## src/verilog/execTypesPkg.sv

```systemverilog
package execTypesPkg;

	localparam int WORD_WIDTH = 32;
	localparam int SHIFT_WIDTH = $clog2(WORD_WIDTH);
	localparam int MULT_STEPS = 32;
	localparam int STEP_WIDTH = $clog2(MULT_STEPS) + 1;
	localparam int LHI_SHIFT = 16;

	typedef logic [WORD_WIDTH-1:0] wordT;
	typedef logic [STEP_WIDTH-1:0] stepCountT;

	// reference ALU ordering, multiply appended last
	typedef enum logic [3:0] {
		opSll = 4'd0,
		opSrl = 4'd1,
		opSra = 4'd2,
		opAdd = 4'd3,
		opSub = 4'd4,
		opOr = 4'd5,
		opAnd = 4'd6,
		opXor = 4'd7,
		opSeq = 4'd8,
		opSne = 4'd9,
		opSlt = 4'd10,
		opSgt = 4'd11,
		opSle = 4'd12,
		opSge = 4'd13,
		opLhi = 4'd14,
		opMult = 4'd15
	} execOpE;

	typedef struct packed {
		execOpE op;
		wordT operandA;
		wordT operandB;
	} execCmdT;

	typedef struct packed {
		wordT value;
		logic branchTaken;
	} execResultT;

endpackage

```

## src/verilog/creditPkg.sv

```systemverilog
package creditPkg;

	// queue depth equals the sender's starting credits
	localparam int CMD_CREDITS = 4;
	localparam int CMD_PTR_WIDTH = $clog2(CMD_CREDITS);

	// grant the consumer hands out after reset
	localparam int RESULT_CREDITS = 2;

	typedef logic [2:0] creditCountT;
	typedef logic [CMD_PTR_WIDTH-1:0] cmdPtrT;

endpackage

```

## src/verilog/commandQueue.sv

```systemverilog
`timescale 1ns/1ns

module commandQueue import execTypesPkg::*, creditPkg::*; (
	input  logic    clock,
	input  logic    arstN,
	input  logic    cmdValid,
	input  execCmdT cmd,
	input  logic    pop,
	output logic    headValid,
	output execCmdT head,
	output logic    cmdCredit
);

	execCmdT entries [CMD_CREDITS];
	cmdPtrT wrPtr;
	cmdPtrT rdPtr;
	creditCountT fillCount;

	always_ff @(posedge clock) begin
		if (cmdValid)
			entries[wrPtr] <= cmd;
	end

	// pointers wrap on their own, depth is a power of two
	always_ff @(posedge clock or negedge arstN) begin
		if (!arstN) begin
			wrPtr <= '0;
			rdPtr <= '0;
			fillCount <= '0;
			cmdCredit <= 1'b0;
		end else begin
			if (cmdValid)
				wrPtr <= wrPtr + cmdPtrT'(1);
			if (pop)
				rdPtr <= rdPtr + cmdPtrT'(1);
			case ({cmdValid, pop})
				2'b10: fillCount <= fillCount + creditCountT'(1);
				2'b01: fillCount <= fillCount - creditCountT'(1);
				default: fillCount <= fillCount;
			endcase
			cmdCredit <= pop; // credit goes back a cycle after the pop
		end
	end

	assign headValid = fillCount != '0;
	assign head = entries[rdPtr];

	// sender pushed without holding a credit
	assert property (@(posedge clock) disable iff (!arstN)
		cmdValid |-> fillCount != creditCountT'(CMD_CREDITS))
		else $error("command queue written while full");

	// execute stage must only pop a present head
	assert property (@(posedge clock) disable iff (!arstN)
		pop |-> headValid)
		else $error("pop from empty command queue");

endmodule

```

## src/verilog/integerAlu.sv

```systemverilog
`timescale 1ns/1ns

module integerAlu import execTypesPkg::*; (
	input  execOpE op,
	input  wordT   operandA,
	input  wordT   operandB,
	output wordT   value
);

	logic isEqual;
	logic isLess;
	logic bigShift;
	logic [SHIFT_WIDTH-1:0] shiftAmount;

	assign isEqual = operandA == operandB;
	assign isLess = operandA < operandB; // unsigned

	// whole of B counts as the shift amount
	assign bigShift = operandB >= wordT'(WORD_WIDTH);
	assign shiftAmount = operandB[SHIFT_WIDTH-1:0];

	always_comb begin
		case (op)
			opSll: value = bigShift ? '0 : operandA << shiftAmount;
			opSrl: value = bigShift ? '0 : operandA >> shiftAmount;
			opSra: begin
				if (bigShift)
					value = {WORD_WIDTH{operandA[WORD_WIDTH-1]}};
				else
					value = wordT'($signed(operandA) >>> shiftAmount);
			end
			opAdd: value = operandA + operandB;
			opSub: value = operandA - operandB;
			opOr: value = operandA | operandB;
			opAnd: value = operandA & operandB;
			opXor: value = operandA ^ operandB;
			opSeq: value = wordT'(isEqual);
			opSne: value = wordT'(!isEqual);
			opSlt: value = wordT'(isLess);
			opSgt: value = wordT'(!isLess && !isEqual);
			opSle: value = wordT'(isLess || isEqual);
			opSge: value = wordT'(!isLess);
			opLhi: value = operandB << LHI_SHIFT; // low half of B moves up
			default: value = '0; // multiply handled elsewhere
		endcase
	end

endmodule

```

## src/verilog/shiftAddMultiplier.sv

```systemverilog
`timescale 1ns/1ns

module shiftAddMultiplier import execTypesPkg::*; (
	input  logic clock,
	input  logic arstN,
	input  logic multStart,
	input  wordT multiplicand,
	input  wordT multiplier,
	output logic multDone,
	output wordT product
);

	stepCountT stepCount;
	wordT shiftedCand;
	wordT multBits;
	wordT accumulator;

	always_ff @(posedge clock or negedge arstN) begin
		if (!arstN) begin
			stepCount <= '0;
			multDone <= 1'b0;
		end else begin
			multDone <= 1'b0;
			if (multStart)
				stepCount <= stepCountT'(MULT_STEPS);
			else if (stepCount != '0) begin
				stepCount <= stepCount - stepCountT'(1);
				if (stepCount == stepCountT'(1))
					multDone <= 1'b1; // last partial product lands now
			end
		end
	end

	// one partial product per clock, lsb of the multiplier first
	always_ff @(posedge clock) begin
		if (multStart) begin
			shiftedCand <= multiplicand;
			multBits <= multiplier;
			accumulator <= '0;
		end else if (stepCount != '0) begin
			if (multBits[0])
				accumulator <= accumulator + shiftedCand;
			shiftedCand <= shiftedCand << 1;
			multBits <= multBits >> 1;
		end
	end

	assign product = accumulator; // upper product bits never kept

	assert property (@(posedge clock) disable iff (!arstN)
		multStart |-> stepCount == '0)
		else $error("multiply started while one is running");

	// start edge, then the steps, then the edge that samples multDone
	assert property (@(posedge clock) disable iff (!arstN)
		multDone |-> $past(multStart, MULT_STEPS + 1))
		else $error("multiply finished after the wrong number of steps");

endmodule

```

## src/verilog/executeStage.sv

```systemverilog
`timescale 1ns/1ns

module executeStage import execTypesPkg::*; (
	input  logic       clock,
	input  logic       arstN,
	input  logic       headValid,
	input  execCmdT    head,
	output logic       pop,
	output logic       doneValid,
	output execResultT done,
	input  logic       doneTaken
);

	typedef enum logic [1:0] {
		stIdle,
		stMultiplying,
		stHolding
	} execStateE;

	execStateE state;
	wordT aluValue;
	wordT product;
	logic multStart;
	logic multDone;

	integerAlu u_integerAlu (
		.op(head.op),
		.operandA(head.operandA),
		.operandB(head.operandB),
		.value(aluValue)
	);

	shiftAddMultiplier u_shiftAddMultiplier (
		.clock(clock),
		.arstN(arstN),
		.multStart(multStart),
		.multiplicand(head.operandA),
		.multiplier(head.operandB),
		.multDone(multDone),
		.product(product)
	);

	// idle means nothing is held, so a head can be taken
	assign pop = state == stIdle && headValid;
	assign multStart = pop && head.op == opMult;
	assign doneValid = state == stHolding;

	always_ff @(posedge clock or negedge arstN) begin
		if (!arstN)
			state <= stIdle;
		else begin
			case (state)
				stIdle: if (pop) state <= multStart ? stMultiplying : stHolding;
				stMultiplying: if (multDone) state <= stHolding;
				default: if (doneTaken) state <= stIdle;
			endcase
		end
	end

	always_ff @(posedge clock) begin
		if (pop && !multStart) begin
			done.value <= aluValue;
			done.branchTaken <= aluValue[0]; // branch flag from result lsb
		end else if (state == stMultiplying && multDone) begin
			done.value <= product;
			done.branchTaken <= 1'b0;
		end
	end

endmodule

```

## src/verilog/resultIssue.sv

```systemverilog
`timescale 1ns/1ns

module resultIssue import execTypesPkg::*, creditPkg::*; (
	input  logic       clock,
	input  logic       arstN,
	input  logic       doneValid,
	input  execResultT done,
	output logic       doneTaken,
	input  logic       resultCredit,
	output logic       resultValid,
	output execResultT result
);

	creditCountT creditCount;

	// issue only while the consumer has room
	assign resultValid = doneValid && creditCount != '0;
	assign doneTaken = resultValid;
	assign result = done;

	always_ff @(posedge clock or negedge arstN) begin
		if (!arstN)
			creditCount <= creditCountT'(RESULT_CREDITS);
		else begin
			case ({resultValid, resultCredit})
				2'b10: creditCount <= creditCount - creditCountT'(1);
				2'b01: creditCount <= creditCount + creditCountT'(1);
				default: creditCount <= creditCount; // spend and return cancel
			endcase
		end
	end

	// consumer returned more than it was granted
	assert property (@(posedge clock) disable iff (!arstN)
		resultCredit |=> creditCount <= creditCountT'(RESULT_CREDITS))
		else $error("result credit count above grant");

endmodule

```

## src/verilog/dlxExecUnit.sv

```systemverilog
`timescale 1ns/1ns

module dlxExecUnit import execTypesPkg::*; (
	input  logic       clock,
	input  logic       arstN,
	input  logic       cmdValid,
	input  execCmdT    cmd,
	output logic       cmdCredit,
	output logic       resultValid,
	output execResultT result,
	input  logic       resultCredit
);

	logic headValid;
	execCmdT head;
	logic pop;
	logic doneValid;
	execResultT done;
	logic doneTaken;

	commandQueue u_commandQueue (
		.clock(clock),
		.arstN(arstN),
		.cmdValid(cmdValid),
		.cmd(cmd),
		.pop(pop),
		.headValid(headValid),
		.head(head),
		.cmdCredit(cmdCredit)
	);

	executeStage u_executeStage (
		.clock(clock),
		.arstN(arstN),
		.headValid(headValid),
		.head(head),
		.pop(pop),
		.doneValid(doneValid),
		.done(done),
		.doneTaken(doneTaken)
	);

	resultIssue u_resultIssue (
		.clock(clock),
		.arstN(arstN),
		.doneValid(doneValid),
		.done(done),
		.doneTaken(doneTaken),
		.resultCredit(resultCredit),
		.resultValid(resultValid),
		.result(result)
	);

endmodule

```

## config.mk

```make
export PLATFORM = sky130hd
export DESIGN_NAME = dlxExecUnit
export DESIGN_NICKNAME = d
export VERILOG_FILES = /design/src/verilog/execTypesPkg.sv /design/src/verilog/creditPkg.sv /design/src/verilog/commandQueue.sv /design/src/verilog/integerAlu.sv /design/src/verilog/shiftAddMultiplier.sv /design/src/verilog/executeStage.sv /design/src/verilog/resultIssue.sv /design/src/verilog/dlxExecUnit.sv
export SDC_FILE = /design/constraint.sdc
export NUM_CORES = 1
export LEC_CHECK = 0
export BUFFER_PORTS_ARGS = -buffer_cell sky130_fd_sc_hd__buf_2
export CAP_MARGIN = 20
export CORE_ASPECT_RATIO = 1.5
export CORE_MARGIN = 8
export CORE_UTILIZATION = 45
export CTS_BUF_LIST = sky130_fd_sc_hd__clkbuf_4 sky130_fd_sc_hd__clkbuf_8
export CTS_CLUSTER_DIAMETER = 100
export DETAILED_ROUTE_END_ITERATION = 7
export GPL_TIMING_DRIVEN = 0
export HOLD_SLACK_MARGIN = 0.1
export SYNTH_ARGS = -nofsm -noshare
export SYNTH_HDL_FRONTEND = slang
export SYNTH_SLANG_ARGS = --single-unit
```

## constraint.sdc

```tcl
create_clock -name clock -period 15.1 [get_ports clock]
set_input_delay 0.755 -clock clock [delete_from_list [all_inputs] [get_ports clock]]
set_output_delay 0.755 -clock clock [all_outputs]
set_load 0.01 [all_outputs]
```

==> reports/summary.txt <==
Y dimension of the die - 310 um
Number of cell rows - 108
Width of the die - 212 um
Final Hold Violating Endpoints - 0
Most used flip-flop cell after synthesis - edfxtp_1
Reg2Reg Capture Point - u_executeStage.done[29]
Fraction of layout instances using a drive strength above 1 - 0.141
Clock period minus final worst setup slack - 8430 ps
Hold-critical path depth - 1
Final nets - 2890
Data arrival time at the worst-slack endpoint - 8850 ps
Cell chain of the critical path - buf_2 > buf_2 > buf_2 > mux2i_1 > nand2_1 > o21ai_2 > clkbuf_1 > clkbuf_1 > buf_2 > ha_1 > clkbuf_1 > nor3_1 > o311ai_0 > a21oi_1 > o31ai_1 > a21oi_1 > nand3_1 > o41a_1 > nor2_1 > a311oi_1 > a21oi_1
Outcome - complete, no violations
RSZ-0062 raised after global routing - false
Worst path most repeated cell - buf_2
Post-synthesis share of cell area spent on full adders, half adders and majority gates - 0.0743
Critical path's largest stage delay - 820 ps
Count of flip-flops with a built-in enable after synthesis - 369
Nature of the critical path startpoint - flop
Global placer's final weighted congestion - 1.04
Seq/Total Area, Yosys - 0.471
Fmax achieved - 0.119 GHz
Initial core utilization - 0.452
Clk Tree Root Cell - clkbuf_8
Distinct cell type count of the synthesized netlist - 90
Final Max Slew Viols - 0
Most frequent standard cell in the layout excluding fill and tap cells - edfxtp_1
Mean number of vias per cell - 6.39
Area fraction in and, or, nand and nor cells after synthesis - 0.124
CTS tree - yes
Total number of vias - 22300
Length of the first detailed-routing pass in iterations - 6
Largest net degree at the start of global routing - 64
Hold Path Sink - u_commandQueue.entries[1][29]
I/O pin count - 107
Remaining DRCs - 0
Worst-path fanout max - 11
Number of DRC markers after the initial detailed-route iteration - 2100
Worst-case hold slack - 267 ps
Antenna Nets Post-Route - 0
Area fraction in compound gates after synthesis - 0.177
Placeable core area - 57400 sq um
Share of the synthesized area in the top cell type - 0.427
Count of H-tree levels built during CTS - 3
Share of the synthesized netlist area taken by xor and xnor gates - 0.0179
Global-route wire length before repair - 158 mm
Final setup violation count - 0
Total setup buffers inserted after CTS - 0
Total negative slack for setup checks - 0 ps
Asr flop ratio synth - 0.0475
Worst slew margin relative to its limit - 0.215
Slowest CP cell - clkbuf_1
Max-cap violation count - 0
Ratio of final minimum period to clock period - 0.558
Area of the mapped netlist - 25900 sq um
Area of the die - 65800 sq um
Origin of the critical flop-to-flop path - u_commandQueue.rdPtr[1]
Data required time of the worst path - 15520 ps
Total wire length after detailed routing - 111 mm
Overall overflow remaining after global route - 0
HPWL after detailed placement - 88.9 mm
Clock skew - 45.8 ps
Number of cells upsized or downsized after cts - 0
Clock buffers created by TritonCTS - 66
Cell count after synthesis - 2481
Kind of end point of the critical path - flop
Worst-margin pin slew - 1170 ps
Vias in the first global route - 22900
Routed wire per std cell - 31.9 um
Number of warnings printed during yosys synthesis - 0
Hold path start - cmd[29]
Category of the critical setup timing path - reg2reg
Top post-synthesis cells by area - edfxtp_1 (43%), ha_1 (7.0%), mux4_2 (5.6%)
Worst reg2reg setup slack - 6670 ps
Clk_lat worst skew - 720 ps
Nets in the synthesized netlist - 2704
Worst Hold Class - in2reg
Portion of netlist area occupied by mux cells - 0.0941
Mapped Avg Cell Area - 10.5 sq um
Number of buffers added to fix hold violations after cts - 1
Commonest cells after routing, fill and taps aside - edfxtp_1 (369), nand2_1 (292), nor2_1 (202)
Number of synthesized register bits - 421
CTS Buffer Depth - 3
Biggest area consumer among synthesized cells - edfxtp_1
Clock transition time at the flip-flop clock pins of the worst setup and hold paths - 60 ps
Number of sinks on the clock net - 421
Total GRT Usage - 0.337
Main combinational cell family by area after synthesis - compound AO/OA/AOI/OAI gates
Number of input and output port buffers inserted - 106
Number of antenna violations at the first check in global routing - 6
Number of cell instances on the worst register-to-register path - 21
Post-synthesis to final-layout area growth - 12.0%
## cells in the mapped netlist (14+ instances only)
library cell and n:
o21bai_1 17, a21oi_1 191, nor2b_1 22, nand3_1 49, buf_2 27, o21ai_0 193
nor3_1 44, xnor2_1 37, mux4_2 65, nor4_1 16, clkbuf_1 90, o22ai_1 15
o21ai_1 15, xor2_1 16, dfrtp_1 19, a221oi_1 24, o2111ai_1 14, nand2_1 293
ha_1 146, a211oi_1 30, buf_1 18, a21o_1 29, mux2_2 18, a31oi_1 34
inv_1 120, dfxtp_1 32, edfxtp_1 369, o211ai_1 23, mux2i_1 74, nor2_1 202
## cells by family (layout without fill, tap and decap cells)
kind of cell,count (synthesis),count (layout)
compound gates,720,720
simple gates,710,710
flops,421,421
buf+inv,266,503
mux,160,160
fa+ha+maj,151,151
xor+xnor,53,53
other cells,0,1
## per-stage QoR
stage	instances	instance area [sq um]	utilization	setup WS, ps
2_1_floorplan	2481	25900	-	10150
3_3_place_gp	3357	27400	0.478	7020
3_5_place_dp	3367	27700	0.482	7160
4_1_cts	3487	29100	0.506	7140
5_1_grt	3489	29100	0.506	6410
6_report	3489	29100	0.506	6670
## flip-flops by register name (all words and copies together) (netlist names), 3 cells and up
name and cells:
u_executeStage.u_shiftAddMultiplier.multBits 32, u_resultIssue.creditCount 3, u_commandQueue.entries 272, u_executeStage.u_shiftAddMultiplier.shiftedCand 32, u_executeStage.u_shiftAddMultiplier.product 32, u_executeStage.done 33
u_commandQueue.fillCount 3, u_executeStage.u_shiftAddMultiplier.stepCount 6
## critical path, delay by kind of cell (launching register included)
family / cells / cell delay (ps)
buffers and inverters: 7 / 3370
AOI/OAI and AO/OA: 8 / 3550
adders and majority gates: 1 / 210
DFF: 1 / 320
and+or+nand+nor: 4 / 480
muxes: 1 / 220
## routing by layer
metal	vias up	track usage	part of all wire
met5	-	0	0.00023
met4	4	0.267	0.089
met3	400	0.0562	0.065
met2	1144	0.584	0.49
met1	11000	0.362	0.35
li1	9728	-	-
## how the worst max path moves through the flow
| stage | startpoint | end | cells after the start |
|---|---|---|---|
| 3_5_place_dp | u_commandQueue.rdPtr[1] | u_executeStage.done[29] | 21 |
| 3_3_place_gp | u_commandQueue.rdPtr[1] | u_executeStage.done[29] | 21 |
| 2_1_floorplan | u_commandQueue.rdPtr[1] | u_executeStage.done[32] | 21 |
| 5_1_grt | u_commandQueue.rdPtr[1] | u_executeStage.done[1] | 21 |
| 6_report | u_commandQueue.rdPtr[1] | u_executeStage.done[29] | 21 |
| 4_1_cts | u_commandQueue.rdPtr[1] | u_executeStage.done[27] | 21 |
## layout make-up
cell class                 instances  area (sq um)
clock inverter                    19           180
multi-input combinational       1794         12700
fill                            5285         28400
clock buffer                     100          1210
antenna                            1          2.50
sequential                       421         12200
tap                              770           963
inverter                         124           465
timing repair buffer             118           731
buffer                           142           616
Power is left out: the tool's default activity adds up to more than one toggle a clock period on the data nets, which glitch-free logic cannot reach.
